File: src/rtl/lsu_pkg.sv
`default_nettype none

package lsu_pkg;

  localparam int XLEN       = 32;      // Data and address width
  localparam int RAM_WORDS  = 2048;    // 8 KiB data RAM
  localparam int RAM_AW     = 11;      // Word index width
  localparam int LEDR_W     = 17;
  localparam int LEDG_W     = 8;
  localparam int SW_W       = 18;
  localparam int BTN_W      = 10;
  localparam int HEX_DIGITS = 8;
  localparam int SEG_W      = 7;       // Segments a..g, no dot

  // Address map, inclusive bounds
  localparam logic [XLEN-1:0] RAM_BASE  = 32'h0000_2000;
  localparam logic [XLEN-1:0] RAM_LAST  = 32'h0000_3FFF;
  localparam logic [XLEN-1:0] LEDR_BASE = 32'h0000_7000;
  localparam logic [XLEN-1:0] LEDR_LAST = 32'h0000_700F;
  localparam logic [XLEN-1:0] LEDG_BASE = 32'h0000_7010;
  localparam logic [XLEN-1:0] LEDG_LAST = 32'h0000_701F;
  localparam logic [XLEN-1:0] HEX_BASE  = 32'h0000_7020;
  localparam logic [XLEN-1:0] HEX_LAST  = 32'h0000_7027;  // Two words of four digits
  localparam logic [XLEN-1:0] SW_BASE   = 32'h0000_7800;
  localparam logic [XLEN-1:0] SW_LAST   = 32'h0000_780F;
  localparam logic [XLEN-1:0] BTN_BASE  = 32'h0000_7810;
  localparam logic [XLEN-1:0] BTN_LAST  = 32'h0000_781F;

  // RISC-V funct3 of loads and stores
  typedef enum logic [2:0] {
    OP_B  = 3'b000,
    OP_H  = 3'b001,
    OP_W  = 3'b010,
    OP_BU = 3'b100,
    OP_HU = 3'b101
  } mem_op_e;

  typedef enum logic [2:0] {
    REG_RAM, REG_LEDR, REG_LEDG, REG_HEX, REG_SW, REG_BTN, REG_NONE
  } region_e;

  typedef struct packed {
    logic            valid;
    logic            we;
    logic [XLEN-1:0] addr;
    mem_op_e         op;
    logic [XLEN-1:0] st_data;
  } lsu_req_t;

  typedef struct packed {
    logic              valid;
    logic              we;
    region_e           region;
    mem_op_e           op;
    logic [RAM_AW-1:0] word_idx;   // Relative to region base
    logic [1:0]        offset;
    logic [3:0]        byte_en;
    logic [XLEN-1:0]   lane_data;  // Store data moved up by offset
    logic              misaligned;
  } lsu_acc_t;

  typedef struct packed {
    logic            valid;
    logic [XLEN-1:0] data;
    logic            misaligned;
  } lsu_rsp_t;

  typedef struct packed {
    logic [SW_W-1:0]  sw;
    logic [BTN_W-1:0] btn;
  } board_in_t;

  typedef struct packed {
    logic [LEDR_W-1:0]                 ledr;
    logic [LEDG_W-1:0]                 ledg;
    logic [HEX_DIGITS-1:0][SEG_W-1:0] hex;
  } board_out_t;

endpackage

`default_nettype wire

File: src/rtl/lsu_access_decode.sv
`timescale 1ns/1ps
`default_nettype none

module lsu_access_decode
  import lsu_pkg::*;
(
  input  lsu_req_t i_req,
  output lsu_acc_t o_acc
);

  logic [XLEN-1:0] addr;
  logic [XLEN-1:0] base;
  logic [XLEN-1:0] rel_addr;
  region_e         region;
  logic [1:0]      offset;
  logic [3:0]      byte_en;
  logic            misaligned;

  function automatic logic in_range(input logic [XLEN-1:0] a,
                                    input logic [XLEN-1:0] lo,
                                    input logic [XLEN-1:0] hi);
    return (a >= lo) && (a <= hi);
  endfunction

  assign addr   = i_req.addr;
  assign offset = addr[1:0];

  // The only place where addresses are compared
  always_comb begin
    region = REG_NONE;
    base   = '0;
    if (in_range(addr, RAM_BASE, RAM_LAST)) begin
      region = REG_RAM;
      base   = RAM_BASE;
    end else if (in_range(addr, LEDR_BASE, LEDR_LAST)) begin
      region = REG_LEDR;
      base   = LEDR_BASE;
    end else if (in_range(addr, LEDG_BASE, LEDG_LAST)) begin
      region = REG_LEDG;
      base   = LEDG_BASE;
    end else if (in_range(addr, HEX_BASE, HEX_LAST)) begin
      region = REG_HEX;
      base   = HEX_BASE;
    end else if (in_range(addr, SW_BASE, SW_LAST)) begin
      region = REG_SW;
      base   = SW_BASE;
    end else if (in_range(addr, BTN_BASE, BTN_LAST)) begin
      region = REG_BTN;
      base   = BTN_BASE;
    end
  end

  assign rel_addr = addr - base;

  always_comb begin
    misaligned = 1'b0;
    case (i_req.op)
      OP_B, OP_BU: byte_en = 4'b0001 << offset;
      OP_H, OP_HU: begin
        if (offset == 2'd3) begin
          byte_en    = 4'b0000;  // Would cross the word
          misaligned = 1'b1;
        end else begin
          byte_en = 4'b0011 << offset;
        end
      end
      OP_W:    byte_en = 4'b1111 << offset;  // Bytes offset..3 only
      default: byte_en = 4'b0000;
    endcase
  end

  always_comb begin
    o_acc.valid      = i_req.valid;
    o_acc.we         = i_req.we;
    o_acc.region     = region;
    o_acc.op         = i_req.op;
    o_acc.word_idx   = rel_addr[RAM_AW+1:2];
    o_acc.offset     = offset;
    o_acc.byte_en    = byte_en;
    o_acc.lane_data  = i_req.st_data << {offset, 3'b000};
    o_acc.misaligned = misaligned;
  end

endmodule

`default_nettype wire

File: config.mk
export PLATFORM = sky130hd
export DESIGN_NAME = lsu_access_decode
export DESIGN_NICKNAME = d
export VERILOG_FILES = /design/src/rtl/lsu_pkg.sv /design/src/rtl/lsu_access_decode.sv
export SDC_FILE = /design/constraint.sdc
export NUM_CORES = 1
export LEC_CHECK = 0
export ABC_AREA = 1
export ABC_CLOCK_PERIOD_IN_PS = 3200
export BUFFER_PORTS_ARGS = -buffer_cell sky130_fd_sc_hd__buf_4
export CAP_MARGIN = 15
export CORE_ASPECT_RATIO = 2
export CORE_MARGIN = 2
export CORE_UTILIZATION = 41
export DETAILED_ROUTE_END_ITERATION = 8
export PLACE_DENSITY = 0.9
export SLEW_MARGIN = 0
export SYNTH_ARGS = -nofsm -noshare
export SYNTH_HDL_FRONTEND = slang
export SYNTH_SLANG_ARGS = --single-unit
File: constraint.sdc
create_clock -name vclk -period 3.2
set_clock_uncertainty 0.1 [all_clocks]
set_input_delay 0.16 -clock vclk [all_inputs]
set_output_delay 0.16 -clock vclk [all_outputs]
set_load 0.05 [all_outputs]
## Word-level counts from Yosys, hierarchy flattened

Index checks and enable logic that the tools add are counted.

- Output and inout bits: 58
- Bits of input ports: 69
- Register bits after elaboration: 0

- Reductions and logical operators: 9
- $lt $le $gt $ge: 12
- Mux-type cells: 16
- Eq/ne operators: 5
- Shifts and indexed selects: 4
- Add/subtract/negate cells: 1

Operator list:

| operator | count |
|---|---|
| $ge A32 B15 Y1 const B | 5 |
| $le A32 B15 Y1 const B | 5 |
| $mux W13 | 6 |
| $ge A32 B14 Y1 const B | 1 |
| $le A32 B14 Y1 const B | 1 |
| $shl A32 B5 Y32 | 1 |
| $sub A13 B13 Y13 | 1 |
| $mux W3 | 4 |
| $pmux W4 S3 | 1 |
| $eq A3 B3 Y1 const B | 2 |
| $logic_and A1 B1 Y1 | 6 |
| $mux W2 | 2 |
| $mux W4 | 1 |
| $reduce_or A2 Y1 | 2 |
| $shl A1 B2 Y4 const A | 1 |
| $shl A2 B2 Y4 const A | 1 |
| $shl A4 B2 Y4 const A | 1 |
| $eq A3 B1 Y1 const B | 1 |
| $eq A3 B2 Y1 const B | 1 |
| $logic_not A3 Y1 | 1 |
| $eq A2 B2 Y1 const B | 1 |
| $mux W1 | 2 |

## Longest topological paths before layout

- Depth after elaboration: 9
- Depth in mapped cells: 19
- Gate-level depth less buffers: 19

## Worst setup path before layout

No wires, ideal clock.

- Path type: input to output
- From: input i_req[46] in the netlist's numbering
- To: output o_acc[45] in the netlist's numbering
- Data required time: 2.940 ns
- Stages on the path: 11
- Path slack: 0.639 ns
- Arrival: 2.301 ns
- Cell sequence: nor2_1 nand2_4 nor3_4 inv_1 nand3_2 nand2_1 ha_1 fa_1 inv_1 nor2_4 xor2_1

RTL lines:

| item | RTL line | text |
|---|---|---|
| from (decl) | lsu_access_decode.sv:7 | `input lsu_req_t i_req,` |
| to (decl) | lsu_access_decode.sv:8 | `output lsu_acc_t o_acc` |

==> summary.md <==
| Metric | Value |
|---|---|
| Status | `completed` |
| Setup Total Neg Slack | `0 ns` |
| Top layer used by detailed routing | `met4` |
| Die Span Y | `83.60 um` |
| Number of remaining DRC errors | `0` |
| CP arrival | `2.64 ns` |
| DR pass1 iterations | `4` |
| Antenna Nets Post-Route | `0` |
| P per Cell Area | `197.7 nW/um^2` |
| Slack of the critical path | `0.2974 ns` |
| Max incr delay on CP | `0.41 ns` |
| Total track usage | `24.75%` |
| Layout Area Growth over Synthesis | `65.51%` |
| Via density per instance | `5.279` |
| Final setup vio count | `0` |
| Min cycle time layout | `2.903 ns` |
| Cell area after synthesis | `1299 um^2` |
| Sequential-to-total area share from yosys stat | `0%` |
| Crit Path Category | `input port to output port` |
| Max_cap viols | `0` |
| GPL Wtd Cong | `1.016` |
| Buffers on Ports | `123` |
| Critical path launch point type | `input port` |
| Initial DRC count | `37` |
| Critical path fanouts, max | `21` |
| Num sequential | `0` |
| Layout cells sized above 1 | `40.92%` |
| Synth unique cells | `27` |
| CP bufs+invs | `4` |
| Leading area contributor after synthesis | `nand2_1` |
| Io pins | `127` |
| Initial Utilization | `43.61%` |
| Tcrit/Tclk final | `90.71%` |
| Largest net degree at the start of global routing | `43` |
| Worst Tran Pin Value | `0.5713 ns` |
| First-pass GRT wire length | `7396 um` |
| Total Routed Length | `4937 um` |
| Hold crit path type | `input port to output port` |
| Share of the synthesized area in the top cell type | `13.01%` |
| Max Clock Freq | `0.3445 GHz` |
| Fin. Hold Viols | `0` |
| Syn_area_per_cell | `5.345 um^2` |
| DR WL/cell | `13.10 um` |
| Initial antenna violation count | `0` |
| Slew Limit Fails | `0` |
| Min-delay src | `i_req[68]` |
| Critical Path, Cell by Cell | `buf_4 > ha_1 > inv_1 > nor2_1 > nand3_1 > nand3_1 > nand3_1 > nand2_2 > nand2_1 > ha_1 > fa_1 > inv_1 > nor2_4 > nand3_1 > a21oi_1 > nand2_1 > nand2_1 > o21bai_1 > nand2_1 > buf_4` |
| Slowest CP cell | `fa_1` |
| Core area | `2978 um^2` |
| Max IR drop VDD | `0.1255 mV` |
| Crit path launch | `i_req[35]` |
| Met2 wire len | `2604 um` |
| Grt ovf | `0` |
| CP endpoint kind | `output port` |
| Cells after synthesis | `243` |
| Area contributors post-synth | `nand2_1, nor2_1, a21oi_1` |
| Final #Nets | `426` |
| Met3 wire length | `560 um` |
| Die width | `43.80 um` |
| Row count | `28` |
| Post-synth top cells | `nand2_1, nor2_1, a21oi_1` |
| Relative slew margins | `61.51%` |
| Standby leakage power | `1.223 nW` |
| Dpl hpwl | `4212 um` |
| Most frequent cell after synthesis | `nand2_1` |
| Post-CTS sizing | `0` |
| Post-CTS Hold Buffers | `0` |
| Synth Net Count | `320` |
| WP data required | `2.94 ns` |
| Setup repair after global routing missed its margin | `no` |
| WL met1 | `1497 um` |
| Register area | `0 um^2` |
| # fillers | `263` |
| Vias | `1,990` |
| Die ar. | `3661 um^2` |
| Synth warn | `0` |
| Post-CTS Setup Bufs | `0` |
| Vias in the first global route | `1,810` |
| Ant. Diodes | `0` |
| Multi-input gate area | `1069 um^2` |
| Clk_buf instances | `0` |
| Delay-heaviest family, CP | `simple AND/OR/NAND/NOR gates` |
| Dpl ws | `0.3265 ns` |
==> final cells by class <==
type / instances / area share (%)
timing repair buffer: 124 / 43.31
inverter: 30 / 5.239
tap: 30 / 1.746
multi-input combinational: 193 / 49.71
==> placed cells by master (no fill, tap or decap), drive strengths merged, types with 6 or more instances in the layout <==
cell,synthesis,layout
buf,14,124
inv,30,30
nor3,6,6
nand2,49,49
mux2i,7,7
nand3,18,18
o21ai,21,21
nor2,44,44
a21oi,27,27
ha,7,7
==> worst paths after layout <==
path              slack [ns]         to  cells past startpoint
setup / recovery        0.30  o_acc[49]                     20
hold / removal          0.22  o_acc[57]                      0
==> routing by layer <==
layer | up-vias | track usage (%)
met5 | - | 0
met4 | 0 | 12.12
met3 | 17 | 5.844
met2 | 112 | 49.33
met1 | 867 | 20.10
li1 | 994 | -
==> cells by family after synthesis <==
family	after synthesis	synth area share, %
AND/OR/NAND/NOR	117	41.81
AO/OA/AOI/OAI	56	23.41
buffers and inverters	50	17.73
XOR/XNOR	5	3.372
multiplexers	7	5.395
adder cells (fa/ha/maj)	8	8.285
==> metrics by stage <==
step	std cells	hold WS (ns)	util [%]	power, mW	area [um^2]
floorplan	243	0.3871	-	0.2735	1299
global placement	377	0.2203	72.18	0.4204	2150
detailed placement	377	0.2203	72.18	0.4245	2150
CTS	377	0.2203	72.18	0.4251	2150
global route	377	0.2203	72.18	0.4490	2150
finish	377	0.2201	72.18	0.4251	2150
==> power by group <==
group          switching (mW)  internal, mW
registers                   0             0
logic                   0.278         0.147
clock network               0             0
total                   0.278         0.147
No activity file was read; power rests on OpenSTA's default activity.
