File: src/rtl/lsu_pkg.sv
`default_nettype none

package lsu_pkg;

  localparam int XLEN       = 32;      // Data and address width
  localparam int RAM_WORDS  = 2048;    // 8 KiB data RAM
  localparam int RAM_AW     = 11;      // Word index width
  localparam int LEDR_W     = 17;
  localparam int LEDG_W     = 8;
  localparam int SW_W       = 18;
  localparam int BTN_W      = 10;
  localparam int HEX_DIGITS = 8;
  localparam int SEG_W      = 7;       // Segments a..g, no dot

  // Address map, inclusive bounds
  localparam logic [XLEN-1:0] RAM_BASE  = 32'h0000_2000;
  localparam logic [XLEN-1:0] RAM_LAST  = 32'h0000_3FFF;
  localparam logic [XLEN-1:0] LEDR_BASE = 32'h0000_7000;
  localparam logic [XLEN-1:0] LEDR_LAST = 32'h0000_700F;
  localparam logic [XLEN-1:0] LEDG_BASE = 32'h0000_7010;
  localparam logic [XLEN-1:0] LEDG_LAST = 32'h0000_701F;
  localparam logic [XLEN-1:0] HEX_BASE  = 32'h0000_7020;
  localparam logic [XLEN-1:0] HEX_LAST  = 32'h0000_7027;  // Two words of four digits
  localparam logic [XLEN-1:0] SW_BASE   = 32'h0000_7800;
  localparam logic [XLEN-1:0] SW_LAST   = 32'h0000_780F;
  localparam logic [XLEN-1:0] BTN_BASE  = 32'h0000_7810;
  localparam logic [XLEN-1:0] BTN_LAST  = 32'h0000_781F;

  // RISC-V funct3 of loads and stores
  typedef enum logic [2:0] {
    OP_B  = 3'b000,
    OP_H  = 3'b001,
    OP_W  = 3'b010,
    OP_BU = 3'b100,
    OP_HU = 3'b101
  } mem_op_e;

  typedef enum logic [2:0] {
    REG_RAM, REG_LEDR, REG_LEDG, REG_HEX, REG_SW, REG_BTN, REG_NONE
  } region_e;

  typedef struct packed {
    logic            valid;
    logic            we;
    logic [XLEN-1:0] addr;
    mem_op_e         op;
    logic [XLEN-1:0] st_data;
  } lsu_req_t;

  typedef struct packed {
    logic              valid;
    logic              we;
    region_e           region;
    mem_op_e           op;
    logic [RAM_AW-1:0] word_idx;   // Relative to region base
    logic [1:0]        offset;
    logic [3:0]        byte_en;
    logic [XLEN-1:0]   lane_data;  // Store data moved up by offset
    logic              misaligned;
  } lsu_acc_t;

  typedef struct packed {
    logic            valid;
    logic [XLEN-1:0] data;
    logic            misaligned;
  } lsu_rsp_t;

  typedef struct packed {
    logic [SW_W-1:0]  sw;
    logic [BTN_W-1:0] btn;
  } board_in_t;

  typedef struct packed {
    logic [LEDR_W-1:0]                 ledr;
    logic [LEDG_W-1:0]                 ledg;
    logic [HEX_DIGITS-1:0][SEG_W-1:0] hex;
  } board_out_t;

endpackage

`default_nettype wire

File: src/rtl/lsu_load_merge.sv
`timescale 1ns/1ps
`default_nettype none

module lsu_load_merge
  import lsu_pkg::*;
(
  input  logic            i_clk,
  input  logic            i_rst,
  input  lsu_acc_t        i_acc,
  input  logic [XLEN-1:0] i_ram_word,
  input  logic [XLEN-1:0] i_io_word,
  output lsu_rsp_t        o_rsp
);

  logic            valid_q;
  logic            we_q;
  logic            mis_q;
  region_e         region_q;
  mem_op_e         op_q;
  logic [1:0]      offset_q;
  logic [XLEN-1:0] src_word;
  logic [XLEN-1:0] shifted;
  logic [XLEN-1:0] ld_data;

  // Descriptor lines up with the registered read words
  always_ff @(posedge i_clk or negedge i_rst) begin
    if (!i_rst) begin
      valid_q  <= 1'b0;
      we_q     <= 1'b0;
      mis_q    <= 1'b0;
      region_q <= REG_NONE;
      op_q     <= OP_W;
      offset_q <= 2'd0;
    end else begin
      valid_q  <= i_acc.valid;
      we_q     <= i_acc.we;
      mis_q    <= i_acc.misaligned;
      region_q <= i_acc.region;
      op_q     <= i_acc.op;
      offset_q <= i_acc.offset;
    end
  end

  always_comb begin
    case (region_q)
      REG_RAM:  src_word = i_ram_word;
      REG_NONE: src_word = '0;          // Unmapped reads as zero
      default:  src_word = i_io_word;
    endcase
  end

  assign shifted = src_word >> {offset_q, 3'b000};  // Zero fill from the top

  always_comb begin
    case (op_q)
      OP_B:    ld_data = {{24{shifted[7]}}, shifted[7:0]};
      OP_BU:   ld_data = {24'd0, shifted[7:0]};
      OP_H:    ld_data = {{16{shifted[15]}}, shifted[15:0]};
      OP_HU:   ld_data = {16'd0, shifted[15:0]};
      OP_W:    ld_data = shifted;
      default: ld_data = '0;
    endcase
  end

  always_comb begin
    o_rsp.valid      = valid_q;
    o_rsp.misaligned = valid_q && mis_q;
    if (!valid_q || we_q || mis_q) begin
      o_rsp.data = '0;  // Stores and misaligned give no data
    end else begin
      o_rsp.data = ld_data;
    end
  end

  // Only a halfword at byte offset 3 may come back flagged
  a_mis_is_half_off3: assert property (
    @(posedge i_clk) disable iff (!i_rst)
    o_rsp.misaligned |-> ((op_q inside {OP_H, OP_HU}) && (offset_q == 2'd3))
  ) else $error("misaligned flag on an access that is not a halfword at offset 3");

endmodule

`default_nettype wire

File: config.mk
export PLATFORM = sky130hd
export DESIGN_NAME = lsu_load_merge
export DESIGN_NICKNAME = d
export VERILOG_FILES = /design/src/rtl/lsu_pkg.sv /design/src/rtl/lsu_load_merge.sv
export SDC_FILE = /design/constraint.sdc
export NUM_CORES = 1
export LEC_CHECK = 0
export CAP_MARGIN = 10
export CORE_ASPECT_RATIO = 0.6
export CORE_UTILIZATION = 50
export CTS_CLUSTER_SIZE = 10
export DETAILED_ROUTE_END_ITERATION = 6
export DONT_BUFFER_PORTS = 1
export PLACE_DENSITY = 0.74
export SETUP_SLACK_MARGIN = 0.15
export SLEW_MARGIN = 20
export SYNTH_ARGS = -nofsm -noshare
export SYNTH_HDL_FRONTEND = slang
export SYNTH_SLANG_ARGS = --single-unit
File: constraint.sdc
create_clock -name i_clk -period 3.38 [get_ports i_clk]
set_clock_uncertainty 0.1 [all_clocks]
set_input_delay 0.338 -clock i_clk [delete_from_list [all_inputs] [get_ports i_clk]]
set_output_delay 0.338 -clock i_clk [all_outputs]
set_load 0.01 [all_outputs]
-- Word-level counts from Yosys, hierarchy flattened
Cells that the tools add are included.
- bits in registers: 11
- output and inout bits: 34
- word-level logic and storage cells: 21
- input bits: 124
- muxes and demuxes: 3
- reduce and logical (&&, ||, !) cells: 6
- equal/unequal tests: 5
- shifts and indexed selects: 1
- operators with widths (operator ; number):
    32-bit case mux with 5 select lines ; 1
    32-bit case mux with 2 select lines ; 1
    32-bit 2-to-1 mux ; 1
    32-bit by 5-bit >> shifter with 32-bit output ; 1
    3-bit == test (second input constant) ; 3
    3-bit logical NOT ; 2
    3-bit by 1-bit == test with 1-bit output (second input constant) ; 1
    3-bit by 2-bit == test with 1-bit output (second input constant) ; 1
    1-bit logical OR ; 2
    1-bit logical AND ; 1
    1-bit logical NOT ; 1

-- Longest topological paths before layout
- depth in word-level cells: 5
- gate-level depth with buffers: 8
- depth with buffers taken out: 6

-- Worst setup path before layout
No wires, ideal clock.
- kind: register to output
- from: register region_q[1]
- to: output port o_rsp[4] in the netlist's numbering
- path buffers: 2
- path slack: 1.061 ns
- stages on the path, launching flop included: 8
- arrival: 1.881 ns
- required time: 2.942 ns
- path through: dfstp_2 and2b_2 or2_1 buf_4 buf_6 o2bb2ai_1 mux2i_1 a2111oi_1
- RTL lines (item ; line ; text):
    start, declared ; lsu_load_merge.sv:18 ; region_e region_q;
    start signal, assigned ; lsu_load_merge.sv:38 ; region_q <= i_acc.region;
    end, declared ; lsu_load_merge.sv:12 ; output lsu_rsp_t o_rsp

==> summary.md <==
| Metric | Value |
|---|---|
| Worst Path Required | `2.94 ns` |
| Ys async rst share | `1.00` |
| WS Path Type | `reg2out` |
| Remaining DRCs | `0` |
| VDD IR-drop max | `about 0.00023 V` |
| CP Launch Type | `register` |
| RSZ-0062 raised after global routing | `false` |
| DR iter-0 viols | `113` |
| Final setup violation count | `0` |
| CTS buffer count | `3` |
| Slew @ Worst Pin | `0.586 ns` |
| Outcome | `finished, final reports clean` |
| Avg Vias per Cell | `6.64` |
| CP Capture Type | `output port` |
| ANT cells | `0` |
| Post-Syn Area per Cell | `just over 8 um^2` |
| Initial Utilization | `0.540` |
| Pin count of the biggest net entering global routing | `33` |
| Post-synth EDFFs | `0` |
| # rows | `16` |
| Detailed Route WL | `5.44 mm` |
| # port buffers | `0` |
| Top cell type's share of synthesized area | `0.120` |
| Count leader, synth | `a22oi_1` |
| Drt pass-1 iters | `4` |
| Clock Path Buffers | `2` |
| Top FF cell, synth | `dfrtp_1` |
| Clock transition at path regs | `0.05 ns` |
| P&R area growth vs syn | `5.92%` |
| Power per Cell Area | `between 200 and 250 nW/um^2` |
| Core Region | `approximately 3400 um^2` |
| Synth Cell Area | `1820 um^2` |
| Number of max-cap violations | `0` |
| Worst Hold Class | `in2reg` |
| CTS root buf | `clkbuf_8` |
| Register area share after synthesis | `0.154` |
| Number of global-route vias before repair | `1,514` |
| Fin crit share | `0.864` |
| Tmin final | `2.92 ns` |
| DR vias | `1,774` |
| Routability cong. | `0.885` |
| Flops & latches, synth | `11` |
| Initial antenna violation count | `0` |
| I/O pins | `between 150 and 200` |
| WL/cell | `20.4 um` |
| CTS tree | `built` |
| Gr usage total | `0.275` |
| Max Clk Rate | `342 MHz` |
| First-pass GRT wire length | `roughly 8.3 mm` |
| WP data arrival | `2.48 ns` |
| Final net count | `347` |
| Antenna viol nets, final | `0` |
| Mapped Nets | `348` |
| Sink Count | `11` |
| Setup WS pre-CTS | `0.712 ns` |
| Cells after synthesis | `around 220` |
| HPWL Detailed | `4.31 mm` |
| Max FO, Critical Path | `18` |
| Yosys Warn Count | `0` |
| Max Slew Vio Count | `0` |
| H-tree depth | `1` |
| Worst Hold Launch | `i_acc[53]` |
| Grt total ovfl | `0` |
| Setup WS post-layout | `0.460 ns` |
| Slew HR | `0.609` |
| Hold Vio Cnt, Final | `0` |
| Commonest cells in the synthesized netlist | `a22oi_1 (29), nand2_1 (20), o2bb2ai_1 (18)` |
| Die Ht | `48.7 um` |
| Die Area | `3890 um^2` |
| Post-CTS setup buffers | `0` |
| Unique cell type count in the Yosys netlist | `46` |
| Die extent in x | `between 70 and 80 um` |
| Area leader, netlist | `a22oi_1` |
| Area contributors post-synth | `a22oi_1 (12%), dfrtp_1 (11%), o2bb2ai_1 (8.7%)` |
| Final setup TNS | `0 ns` |
| Crit. Startpoint | `region_q[1]` |
| Pleak | `0.626 nW` |
| Layout cell share with drive strength beyond 1 | `0.230` |
[power breakdown]
part           switching (mW)  internal [mW]  leakage, nW
Clock                  0.0505         0.0829       0.0228
Sequential            0.00935          0.140        0.125
Combinational           0.116         0.0819        0.478
Total                   0.176          0.305        0.626
[layer usage]
metal | track usage | up-vias | routed length [um]
met3 | 0.0604 | 6 | 538
met1 | 0.435 | 802 | 2650
met4 | 0.0446 | 0 | 49
li1 | - | 875 | -
met2 | 0.379 | 91 | 2200
met5 | 0 | - | 0
[cells in the final DEF (no fill, tap or decap), drive strengths merged, types with 2 or more instances in the layout]
cell / synthesis / final
or2: 8 / 8
mux2: 4 / 4
buf: 16 / 14
clkbuf: 8 / 4
o211ai: 8 / 8
nor3: 2 / 2
o21ai: 8 / 8
nor2b: 2 / 2
nand2b: 8 / 8
nor2: 13 / 13
a2111oi: 6 / 6
nand2: 20 / 20
mux2i: 11 / 11
dfrtp: 8 / 8
a21oi: 16 / 16
inv: 2 / 2
dlygate4sd3: 0 / 4
o2bb2ai: 22 / 22
and2: 2 / 2
a21boi: 2 / 2
nand3: 3 / 3
nor3b: 3 / 3
a32oi: 2 / 2
a31oi: 7 / 7
a22oi: 29 / 29
dfstp: 3 / 3
[final cells by class]
cell class | instances | area [um^2]
fillers | 328 | 1440
multi-input cells | 187 | 1390
flip-flops and latches | 11 | 279
repair buffers | 18 | 145
well taps | 45 | 56.3
clock buffers | 4 | 45.0
inverters | 2 | 7.51
[logic make-up after synthesis]
kind of cell	after synthesis	synth area share
multiplexers	15	0.0854
AND/OR/NAND/NOR	64	0.192
AO/OA/AOI/OAI	108	0.488
flip-flops	11	0.154
buffers and inverters	26	0.0806
[timing repair]
item | CTS | global route
resized for setup | 0 | 0
hold buffers | 4 | 0
setup endpoints to repair | 0 | 0
endpoints found under the hold margin | 14 | 0
[critical path: stages (launching register included)]
cell,delay [ns]
dfstp_2,0.52
and2b_2,0.18
or2_1,0.49
o2bb2ai_1,0.24
mux2i_1,0.16
a2111oi_1,0.46
buf_4,0.19
[flip-flops by register name, summed over array words and instances (netlist names)]
signal and cells:
op_q 3, mis_q 1, valid_q 1, we_q 1
region_q 3, offset_q 2
[final timing paths]
| kind | cells after the start | end | slack (ns) |
|---|---|---|---|
| min in group asynchronous | 1 | offset_q[0] | 0.40 |
| worst min-delay path | 0 | region_q[0] | 0.02 |
| worst max-delay path | 6 | o_rsp[3] | 0.46 |
| max in group asynchronous | 1 | op_q[1] | 2.42 |
[per-stage QoR]
step | power [mW] | cells | hold WS, ns | util | area (um^2)
4_1_cts | 0.482 | 267 | 0.0177 | 0.572 | 1920
3_5_place_dp | 0.341 | 259 | -0.0574 | 0.547 | 1840
2_1_floorplan | 0.309 | 224 | -0.0576 | - | 1820
5_1_grt | 0.512 | 267 | 0.00915 | 0.572 | 1920
3_3_place_gp | 0.338 | 259 | -0.0574 | 0.547 | 1840
6_report | 0.481 | 267 | 0.0231 | 0.572 | 1920
Power figures use the tool's default switching activity.
