**config.mk**
```make
export PLATFORM = sky130hd
export DESIGN_NAME = lsu_board_io
export DESIGN_NICKNAME = d
export VERILOG_FILES = /design/src/rtl/lsu_pkg.sv /design/src/rtl/lsu_board_io.sv
export SDC_FILE = /design/constraint.sdc
export NUM_CORES = 1
export LEC_CHECK = 0
export BUFFER_PORTS_ARGS = -buffer_cell sky130_fd_sc_hd__buf_2
export CORE_UTILIZATION = 30
export CTS_BUF_LIST = sky130_fd_sc_hd__clkbuf_4
export DETAILED_ROUTE_END_ITERATION = 10
export PLACE_DENSITY = 0.65
export SYNTH_ARGS = -nofsm -noshare
export SYNTH_HDL_FRONTEND = slang
export SYNTH_SLANG_ARGS = --single-unit
export TNS_END_PERCENT = 5
```
**constraint.sdc**
```tcl
create_clock -name i_clk -period 1.1 [get_ports i_clk]
set_input_delay 0.22 -clock i_clk [delete_from_list [all_inputs] [get_ports i_clk]]
set_output_delay 0.22 -clock i_clk [all_outputs]
set_load 0.02 [all_outputs]
```
**src/rtl/lsu_pkg.sv**
```systemverilog
`default_nettype none

package lsu_pkg;

  localparam int XLEN       = 32;      // Data and address width
  localparam int RAM_WORDS  = 2048;    // 8 KiB data RAM
  localparam int RAM_AW     = 11;      // Word index width
  localparam int LEDR_W     = 17;
  localparam int LEDG_W     = 8;
  localparam int SW_W       = 18;
  localparam int BTN_W      = 10;
  localparam int HEX_DIGITS = 8;
  localparam int SEG_W      = 7;       // Segments a..g, no dot

  // Address map, inclusive bounds
  localparam logic [XLEN-1:0] RAM_BASE  = 32'h0000_2000;
  localparam logic [XLEN-1:0] RAM_LAST  = 32'h0000_3FFF;
  localparam logic [XLEN-1:0] LEDR_BASE = 32'h0000_7000;
  localparam logic [XLEN-1:0] LEDR_LAST = 32'h0000_700F;
  localparam logic [XLEN-1:0] LEDG_BASE = 32'h0000_7010;
  localparam logic [XLEN-1:0] LEDG_LAST = 32'h0000_701F;
  localparam logic [XLEN-1:0] HEX_BASE  = 32'h0000_7020;
  localparam logic [XLEN-1:0] HEX_LAST  = 32'h0000_7027;  // Two words of four digits
  localparam logic [XLEN-1:0] SW_BASE   = 32'h0000_7800;
  localparam logic [XLEN-1:0] SW_LAST   = 32'h0000_780F;
  localparam logic [XLEN-1:0] BTN_BASE  = 32'h0000_7810;
  localparam logic [XLEN-1:0] BTN_LAST  = 32'h0000_781F;

  // RISC-V funct3 of loads and stores
  typedef enum logic [2:0] {
    OP_B  = 3'b000,
    OP_H  = 3'b001,
    OP_W  = 3'b010,
    OP_BU = 3'b100,
    OP_HU = 3'b101
  } mem_op_e;

  typedef enum logic [2:0] {
    REG_RAM, REG_LEDR, REG_LEDG, REG_HEX, REG_SW, REG_BTN, REG_NONE
  } region_e;

  typedef struct packed {
    logic            valid;
    logic            we;
    logic [XLEN-1:0] addr;
    mem_op_e         op;
    logic [XLEN-1:0] st_data;
  } lsu_req_t;

  typedef struct packed {
    logic              valid;
    logic              we;
    region_e           region;
    mem_op_e           op;
    logic [RAM_AW-1:0] word_idx;   // Relative to region base
    logic [1:0]        offset;
    logic [3:0]        byte_en;
    logic [XLEN-1:0]   lane_data;  // Store data moved up by offset
    logic              misaligned;
  } lsu_acc_t;

  typedef struct packed {
    logic            valid;
    logic [XLEN-1:0] data;
    logic            misaligned;
  } lsu_rsp_t;

  typedef struct packed {
    logic [SW_W-1:0]  sw;
    logic [BTN_W-1:0] btn;
  } board_in_t;

  typedef struct packed {
    logic [LEDR_W-1:0]                 ledr;
    logic [LEDG_W-1:0]                 ledg;
    logic [HEX_DIGITS-1:0][SEG_W-1:0] hex;
  } board_out_t;

endpackage

`default_nettype wire

```
**src/rtl/lsu_board_io.sv**
```systemverilog
`timescale 1ns/1ps
`default_nettype none

module lsu_board_io
  import lsu_pkg::*;
(
  input  logic            i_clk,
  input  logic            i_rst,
  input  lsu_acc_t        i_acc,
  input  board_in_t       i_board,
  output logic [XLEN-1:0] o_rd_word,
  output board_out_t      o_board
);

  logic [LEDR_W-1:0]           ledr_q;
  logic [LEDG_W-1:0]           ledg_q;
  logic [HEX_DIGITS-1:0][7:0]  hex_q;     // Full byte kept per digit
  logic [XLEN-1:0]             rd_q;
  logic [XLEN-1:0]             rd_next;
  logic [XLEN-1:0]             hex_word;
  logic                        hex_sel;   // Upper or lower digit word
  logic                        st_en;

  // No lanes means nothing to write, covers misaligned too
  assign st_en   = i_acc.valid && i_acc.we && (|i_acc.byte_en);
  assign hex_sel = i_acc.word_idx[0];

  always_ff @(posedge i_clk or negedge i_rst) begin
    if (!i_rst) begin
      ledr_q <= '0;
      ledg_q <= '0;
      hex_q  <= '0;
    end else if (st_en) begin
      case (i_acc.region)
        REG_LEDR: ledr_q <= i_acc.lane_data[LEDR_W-1:0];  // Whole register
        REG_LEDG: ledg_q <= i_acc.lane_data[LEDG_W-1:0];
        REG_HEX: begin
          for (int b = 0; b < 4; b++) begin
            if (i_acc.byte_en[b]) begin
              hex_q[{hex_sel, 2'(b)}] <= i_acc.lane_data[8*b +: 8];
            end
          end
        end
        default: ;  // Switches and buttons are read only
      endcase
    end
  end

  always_comb begin
    if (hex_sel) begin
      hex_word = hex_q[HEX_DIGITS-1:HEX_DIGITS/2];
    end else begin
      hex_word = hex_q[HEX_DIGITS/2-1:0];
    end
  end

  always_comb begin
    case (i_acc.region)
      REG_LEDR: rd_next = XLEN'(ledr_q);
      REG_LEDG: rd_next = XLEN'(ledg_q);
      REG_HEX:  rd_next = hex_word;
      REG_SW:   rd_next = XLEN'(i_board.sw);   // Zero above bit 17
      REG_BTN:  rd_next = XLEN'(i_board.btn);
      default:  rd_next = '0;
    endcase
  end

  // Captured before this edge's store lands
  always_ff @(posedge i_clk) begin
    if (i_acc.valid) begin
      rd_q <= rd_next;
    end
  end

  assign o_rd_word = rd_q;

  always_comb begin
    o_board.ledr = ledr_q;
    o_board.ledg = ledg_q;
    for (int d = 0; d < HEX_DIGITS; d++) begin
      o_board.hex[d] = hex_q[d][SEG_W-1:0];  // Bit 7 stays internal
    end
  end

endmodule

`default_nettype wire

```
After elaboration in Yosys (flattened, before gate mapping)
Cells that the tools add are included.
{"block": "totals", "output_inout_bits": 113, "input_bits": 88, "word_cells": 58, "register_bits": 121}
{"block": "classes", "order_cmp": 8, "reduce_logical": 10, "eq_ne": 5, "mux": 24}
{"op": "2-to-1 mux 64 bit", "count": 10}
{"op": "bitwise mux 64 bit", "count": 4}
{"op": "one-hot mux 32 bit (5 select lines)", "count": 1}
{"op": "demux 8 bit (select 1 bit)", "count": 4}
{"op": "2-to-1 mux 32 bit", "count": 1}
{"op": "2-to-1 mux 8 bit", "count": 4}
{"op": "< comparator 3 x 4 -> 1 bit (second input constant)", "count": 4}
{"op": "greater-or-equal comparator 3 x 1 -> 1 bit (second input constant)", "count": 4}
{"op": "equality test 3 x 2 -> 1 bit (second input constant)", "count": 2}
{"op": "equality test 3 bit (second input constant)", "count": 2}
{"op": "logical AND 1 bit", "count": 6}
{"op": "AND reduction 2 bit", "count": 3}
{"op": "OR reduction 4 bit", "count": 1}
{"op": "equality test 3 x 1 -> 1 bit (second input constant)", "count": 1}

Logic depth before layout (Yosys ltp)
Gate-level depths: netlist of the first run.
{"block": "logic_depth", "word_depth": 18, "ltp_mapped": 6, "ltp_nobuf": 3}

Worst setup path before layout of the first run
OpenSTA, ideal clock, no wires.
{"block": "synth_timing", "kind": "input to register", "startpoint": "in i_acc[55] (netlist name)", "endpoint": "reg ledr_q[10]", "stages": 6, "path_buffers": 3, "path_slack_ns": -0.564, "t_arrival_ns": 1.539, "t_required_ns": 0.975, "setup_ns": 0.125, "cell_sequence": "buf_6 nand2b_4 buf_6 nor4_4 buf_6 mux2_2"}
{"block": "synth_via", "elab_chain_cells": 2}
{"element": "start: declaration", "line_no": "lsu_board_io.sv:9", "rtl": "input lsu_acc_t i_acc,"}
{"element": "equality test 3 x 1 -> 1 bit", "line_no": "lsu_board_io.sv:34", "rtl": "case (i_acc.region)"}
{"element": "AND reduction 2 bit (no line)"}
{"element": "end signal: assignment", "line_no": "lsu_board_io.sv:35", "rtl": "REG_LEDR: ledr_q <= i_acc.lane_data[LEDR_W-1:0];"}
{"element": "end: declaration", "line_no": "lsu_board_io.sv:15", "rtl": "logic [LEDR_W-1:0] ledr_q;"}
No other way between the ends.
A chain may end at the register's enable or synchronous reset.

Worst setup path after layout of the first run
{"block": "layout_timing", "startpoint": "reg hex_q (netlist bit o_board[31])", "endpoint": "out o_board[31] (netlist name)"}
{"element": "start: declaration", "line_no": "lsu_board_io.sv:17", "rtl": "logic [HEX_DIGITS-1:0][7:0] hex_q;"}
{"element": "start signal: indexed assignment", "line_no": "lsu_board_io.sv:40", "rtl": "hex_q[{hex_sel, 2'(b)}] <= i_acc.lane_data[8*b +: 8];"}
{"element": "end: declaration", "line_no": "lsu_board_io.sv:12", "rtl": "output board_out_t o_board"}
No word-level cell between the ends.

==> impl_metrics.json, run 1 <==
{
  "die-height_um": 141,
  "fin_crit_sh": 1.27,
  "finalHoldViolations": 0,
  "dieArea_um2": 19800,
  "ios": 201,
  "max_freq_mhz": 714,
  "clkLatencyLatePin_ns": 0.52,
  "path_class": "register to output pin",
  "finalSetupViolCount": 132,
  "cts_buffer_depth": 2,
  "cts_tree": "yes",
  "synth_top_area_cell": "dfrtp_1",
  "yosysWarningCount": 0,
  "syn_nets": 508,
  "ir_drop_mv": 0.737,
  "drt_iter0_markers": 106,
  "cp_top_family": "flip-flops",
  "crit_slowest_cell": "dfrtp_1",
  "cts_made_buffers": 17,
  "dr_total_vias": 4270,
  "startpoint_type": "register",
  "synthTopCellsByArea": "dfrtp_1 (39%), edfxtp_1 (17%), mux2_2 (16%), buf_4 (7.4%), mux2i_1 (5.7%)",
  "worst_pin_slew_ns": 0.610,
  "wl_met2_um": 8340,
  "grt_pass1_wl_um": 25200,
  "h-tree-depth": 4,
  "grt.total_usage": 0.168,
  "syn_avg_cell_area_um2": 13.8,
  "dpl_cell_area_um2": 7030,
  "gr-total-overflow": 0,
  "start_util": 0.307,
  "worstPathRequired_ns": 0.88,
  "min_period_ns": 1.40,
  "leakage_uw": 0.00390,
  "grt_max_degree": 42,
  "ant_nets": 0,
  "top_layer_used": "met4",
  "whs_ns": 0.0751,
  "grt_pass1_vias": 4703,
  "antenna_found_initial": 1,
  "via_per_inst": 4.54,
  "dr_wl_met3_um": 742,
  "crit_path_cell_trace": "buf_6, buf_6",
  "layout_setup_ws_ns": -0.300,
  "setup-tns-final_ns": -22.90,
  "synth_top_area_share": 0.385,
  "r2r_setup_slack_ns": -0.13,
  "fin_skew_ns": 0.0244,
  "core_um2": 18800,
  "synthDistinctLibCells": 34,
  "finish.instance_area_um2": 8170,
  "slew_headroom": 0.590,
  "hold_path_class": "input port to register",
  "cts_root_buf": "clkbuf_4",
  "dp_hpwl_um": 11500,
  "crit_arrival_ns": 1.18,
  "ys_seq_area_frac": 0.551,
  "first_pass_iters": 4,
  "area_delta_synth_final_pct": 41.3,
  "slew_violations": 0,
  "failed_checks": "setup timing",
  "path_clk_slew_ns": 0.13,
  "cap_violations": 0,
  "routed_wl_um": 16400,
  "fin_nets": 755,
  "path_buf_inv": 2,
  "drt-met1-wl_um": 7060,
  "gp_congestion": 0.814,
  "rsz0062_at_grt": "true",
  "rows": 50,
  "status": "complete, but fails checks",
  "fillCellCount": 1719,
  "die_w_um": 141,
  "synth_cells": 420,
  "drc_errors": 0,
  "cts_sinks": 121,
  "crit_fanout": 2,
  "io_buffers": 184,
  "critPathMaxStageDelay_ns": 0.42,
  "wl_per_cell_um": 17.4,
  "path_common_cell": "buf_6",
  "endpoint_kind": "output pin",
  "ys_ff_latch": 121,
  "drive_gt1_frac": 0.580,
  "powerDensity_nw_per_um2": 1440,
  "syn-cell-area_um2": 5780
}
-- per-layer routing --
layer / up-vias / track usage
li1: 1964 / -
met1: 2140 / 0.199
met2: 148 / 0.297
met3: 18 / 0.0435
met4: 0 / 0.0561
met5: - / 0
-- timing repair --
action                                 CTS  global route
endpoints found under the hold margin  192             0
hold buffers                            53             0
pin swaps                                1             5
setup endpoints to repair              121           165
resized for setup                       44            50
setup buffers                            7             3
-- placed cells by master, fill, tap and decap left out, types with 3 or more instances in the layout --
cell type and instances:
mux2_4 8, edfxtp_1 32, mux2i_1 31, clkinv_2 5, nor3_2 3, nor2_2 3, buf_12 9, nand2_1 10
buf_4 46, a22o_1 8, nand4_1 3, nor2_1 21, a2bb2oi_1 3, a2bb2oi_2 3, a22oi_1 9, clkbuf_4 24
buf_2 149, dlygate4sd3_1 53, o211ai_1 6, a21oi_1 7, buf_6 47, dfrtp_1 89, mux2_2 84
-- sequential cells by signal, indices dropped and copies added (netlist names) --
signal / flops
hex_q: 8
ledg_q: 8
ledr_q: 17
o_board: 56
o_rd_word: 32
-- kinds of logic (layout without fill, tap and decap cells) --
kind of cell           after synthesis  after routing  share of synthesized area
AOI/OAI and AO/OA                   41             41                     0.0528
and+or+nand+nor                     56             56                     0.0612
buffers and inverters               77            336                     0.0934
muxes                              125            125                      0.241
DFF                                121            121                      0.551
other                                0              1                          0
-- report_power, final --
| group | leakage (uW) | internal, uW | switching, uW | total, uW |
|---|---|---|---|---|
| logic | 0.00228 | 1730 | 1680 | 3410 |
| registers | 0.00149 | 5240 | 482 | 5720 |
| clock network | 0.000132 | 1030 | 1560 | 2590 |
| total | 0.00390 | 8000 | 3720 | 11700 |
-- worst reg2reg max path: stages (launching register included) --
cell	delay [ns]
dfrtp_1	0.42
buf_4	0.14
mux2i_1	0.20
a2bb2oi_2	0.15
o211ai_1	0.10
-- metrics by stage --
step	power [uW]	setup slack, ns	util	cells
after global routing	12300	-0.391	0.434	940
after detailed placement	8640	-0.594	0.373	845
after CTS	11600	-0.365	0.424	936
after global placement	8540	-0.577	0.373	845
after floorplan	7710	-0.564	-	420
final	11700	-0.300	0.434	940
-- synth_stat cells --
master and count:
nor4b_4 1, mux2_4 8, nor2b_1 4, and3b_1 1, buf_6 4, mux2i_1 33
nor4_4 2, clkbuf_1 8, nor3b_1 1, buf_1 1, mux2_2 84, o22ai_1 2
a22o_1 8, nor2_2 3, nand4_1 3, nor4_2 1, a2bb2oi_1 6, a22oi_1 9
dfrtp_1 89, or4_4 1, a21oi_1 7, nand2b_4 1, edfxtp_1 32, inv_1 1
o221ai_1 2, nand2b_1 1, nand3b_1 2, o21ai_0 1, nor2_1 21, o211ai_1 6
buf_2 6, buf_4 57, nor3_2 3, nand2_1 11
-- path summary, 6_finish.rpt --
kind / cells past startpoint / startpoint / end
min in group asynchronous: 2 / i_rst / o_board[47]$_DFFE_PN0P_
min reg2reg: 1 / hex_q[23]$_DFFE_PN0P_ / hex_q[23]$_DFFE_PN0P_
max in group asynchronous: 3 / i_rst / ledg_q[7]$_DFFE_PN0P_
max: 2 / o_board[31]$_DFFE_PN0P_ / o_board[31]
min: 2 / i_board[19] / o_rd_word[9]$_SDFFCE_PN0P_
max reg2reg: 4 / o_board[31]$_DFFE_PN0P_ / o_rd_word[3]$_SDFFCE_PN0P_
-- layout make-up --
| class | instances | area (um^2) | share of cell area |
|---|---|---|---|
| inverters | 1 | 3.75 | 0.000459 |
| multi-input cells | 222 | 2100 | 0.257 |
| repair buffers | 304 | 2330 | 0.285 |
| flip-flops and latches | 121 | 3190 | 0.390 |
| clock inverters | 7 | 36.3 | 0.00444 |
| clock buffers | 24 | 180 | 0.0221 |
| diodes | 1 | 2.50 | 0.000306 |
| well taps | 260 | 325 | 0.0398 |
Note: power is estimated with default switching activity, not from simulation.
==> run 2, diff against run 1 <==
RECOVER_POWER = 100   (was not set)
SETUP_SLACK_MARGIN = 0.02   (was not set)
==> impl_metrics.json, run 2 (synthesis results as in run 1) <==
{
  "finalHoldViolations": 0,
  "dieArea_um2": 19800,
  "max_freq_mhz": 716,
  "cap_violations": 0,
  "crit_slowest_cell": "dfrtp_1",
  "via_per_inst": 4.54,
  "layout_commonest_cell": "buf_2",
  "core_um2": 18800,
  "clkLatencyLatePin_ns": 0.52,
  "multi_input_area_um2": 2100,
  "io_buffers": 184,
  "path_clk_slew_ns": 0.10,
  "slew_headroom": 0.424,
  "power_frac_seq": 0.489,
  "cts_made_buffers": 17,
  "setup-tns-final_ns": -28.52,
  "area_delta_synth_final_pct": 40.3,
  "leakage_uw": 0.00387,
  "routed_wl_um": 16300,
  "dp_hpwl_um": 11500,
  "cp_top_family": "flip-flops",
  "clkPwrFrac": 0.221,
  "fin_skew_ns": 0.0221,
  "antenna_found_initial": 1,
  "swShare": 0.317,
  "drt_iter0_markers": 127,
  "fillCellCount": 1725,
  "min_period_ns": 1.40,
  "gr-total-overflow": 0,
  "grt_pass1_wl_um": 25200,
  "drive_gt1_frac": 0.573,
  "internal-power_uw": 7990,
  "status": "complete, but fails checks",
  "finish.instance_area_um2": 8120,
  "wl_per_cell_um": 17.4,
  "startpoint_type": "register",
  "path_buf_inv": 2,
  "slew_violations": 0,
  "mostFrequentLayoutCells": "buf_2 (149), dfrtp_1 (89), mux2_2 (84)",
  "die-height_um": 141,
  "ios": 201,
  "ant_nets": 0,
  "hold_path_class": "input port to register",
  "path_common_cell": "buf_6",
  "fin_nets": 755,
  "rows": 50,
  "grt_max_degree": 42,
  "crit_path_cell_trace": "buf_6, buf_6",
  "path_class": "register to output pin",
  "cts_root_buf": "clkbuf_4",
  "worst_pin_slew_ns": 0.864,
  "grt.total_usage": 0.168,
  "ff2ff_path_depth": 4,
  "worst-path-stages": 2,
  "cts_buffer_depth": 2,
  "finalSetupViolCount": 209,
  "layout_setup_ws_ns": -0.297,
  "powerDensity_nw_per_um2": 1440,
  "seqCellArea_um2": 3190,
  "cts_sinks": 121,
  "gp_congestion": 0.814,
  "crit_fanout": 2,
  "crit_arrival_ns": 1.18,
  "h-tree-depth": 4,
  "largest_reg_flops": 56,
  "rsz0062_at_grt": "true",
  "p_sw_uw": 3710,
  "endpoint_kind": "output pin",
  "layout.cells.non_filler": 940,
  "hold_depth": 2,
  "comb_power_share": 0.290,
  "grt_pass1_vias": 4702,
  "start_util": 0.307,
  "failed_checks": "setup timing",
  "fin_crit_sh": 1.27,
  "dpl_cell_area_um2": 7030,
  "ir_drop_mv": 0.737,
  "critPathMaxStageDelay_ns": 0.43,
  "die_w_um": 141,
  "drc_errors": 0,
  "post-place-ws_ns": -0.594,
  "worstPathRequired_ns": 0.88,
  "dp_cells": 845,
  "first_pass_iters": 4,
  "dr_total_vias": 4264,
  "cts_tree": "yes"
}
## run 2: timing repair
item	CTS	global route
endpoints found under the hold margin	192	0
endpoints found under the setup margin	133	163
resized for setup	46	50
pin swaps	3	4
hold buffers	53	0
buffers inserted	7	3
## run 2: layout make-up
| class | instances | area share |
|---|---|---|
| Timing Repair Buffer | 304 | 0.281 |
| Clock inverter | 7 | 0.00447 |
| Multi-Input combinational cell | 222 | 0.259 |
| Tap cell | 260 | 0.0401 |
| Inverter | 1 | 0.000462 |
| Clock buffer | 24 | 0.0222 |
| Sequential cell | 121 | 0.393 |
| Antenna cell | 1 | 0.000308 |
## run 2: power groups by stage
| stage | sequential [uW] | clock (uW) | combinational (uW) |
|---|---|---|---|
| floorplan | 6040 | 0 | 1670 |
| global placement | 5730 | 0 | 2820 |
| detailed placement | 5770 | 0 | 2870 |
| CTS | 5690 | 2710 | 3220 |
| global route | 5800 | 2900 | 3610 |
| finish | 5720 | 2580 | 3390 |
## run 2: routing by layer
layer,up-vias,part of all wire,GRT usage
met5,-,0,0
met4,0,0.015,0.0561
met3,18,0.046,0.0435
met2,151,0.51,0.297
met1,2131,0.43,0.198
li1,1964,-,-
## run 2: path summary, 6_finish.rpt
check                                        endpoint                    start  slack (ns)
setup / recovery                           o_board[4]   o_board[4]$_DFFE_PN0P_       -0.30
hold / removal             o_rd_word[9]$_SDFFCE_PN0P_              i_board[19]        0.08
setup reg to reg           o_rd_word[3]$_SDFFCE_PN0P_  o_board[31]$_DFFE_PN0P_       -0.13
hold reg to reg                 hex_q[23]$_DFFE_PN0P_    hex_q[23]$_DFFE_PN0P_        0.51
max in group asynchronous      ledr_q[11]$_DFFE_PN0P_                    i_rst        0.04
min in group asynchronous     o_board[47]$_DFFE_PN0P_                    i_rst        0.34
## run 2: per-stage QoR
step	hold WS [ns]	power, uW	utilization
after floorplan	-0.0756	7710	-
after global placement	0.0837	8540	0.373
final	0.0781	11700	0.431
after detailed placement	0.0869	8640	0.373
after global routing	0.0260	12300	0.431
after CTS	0.0210	11600	0.424
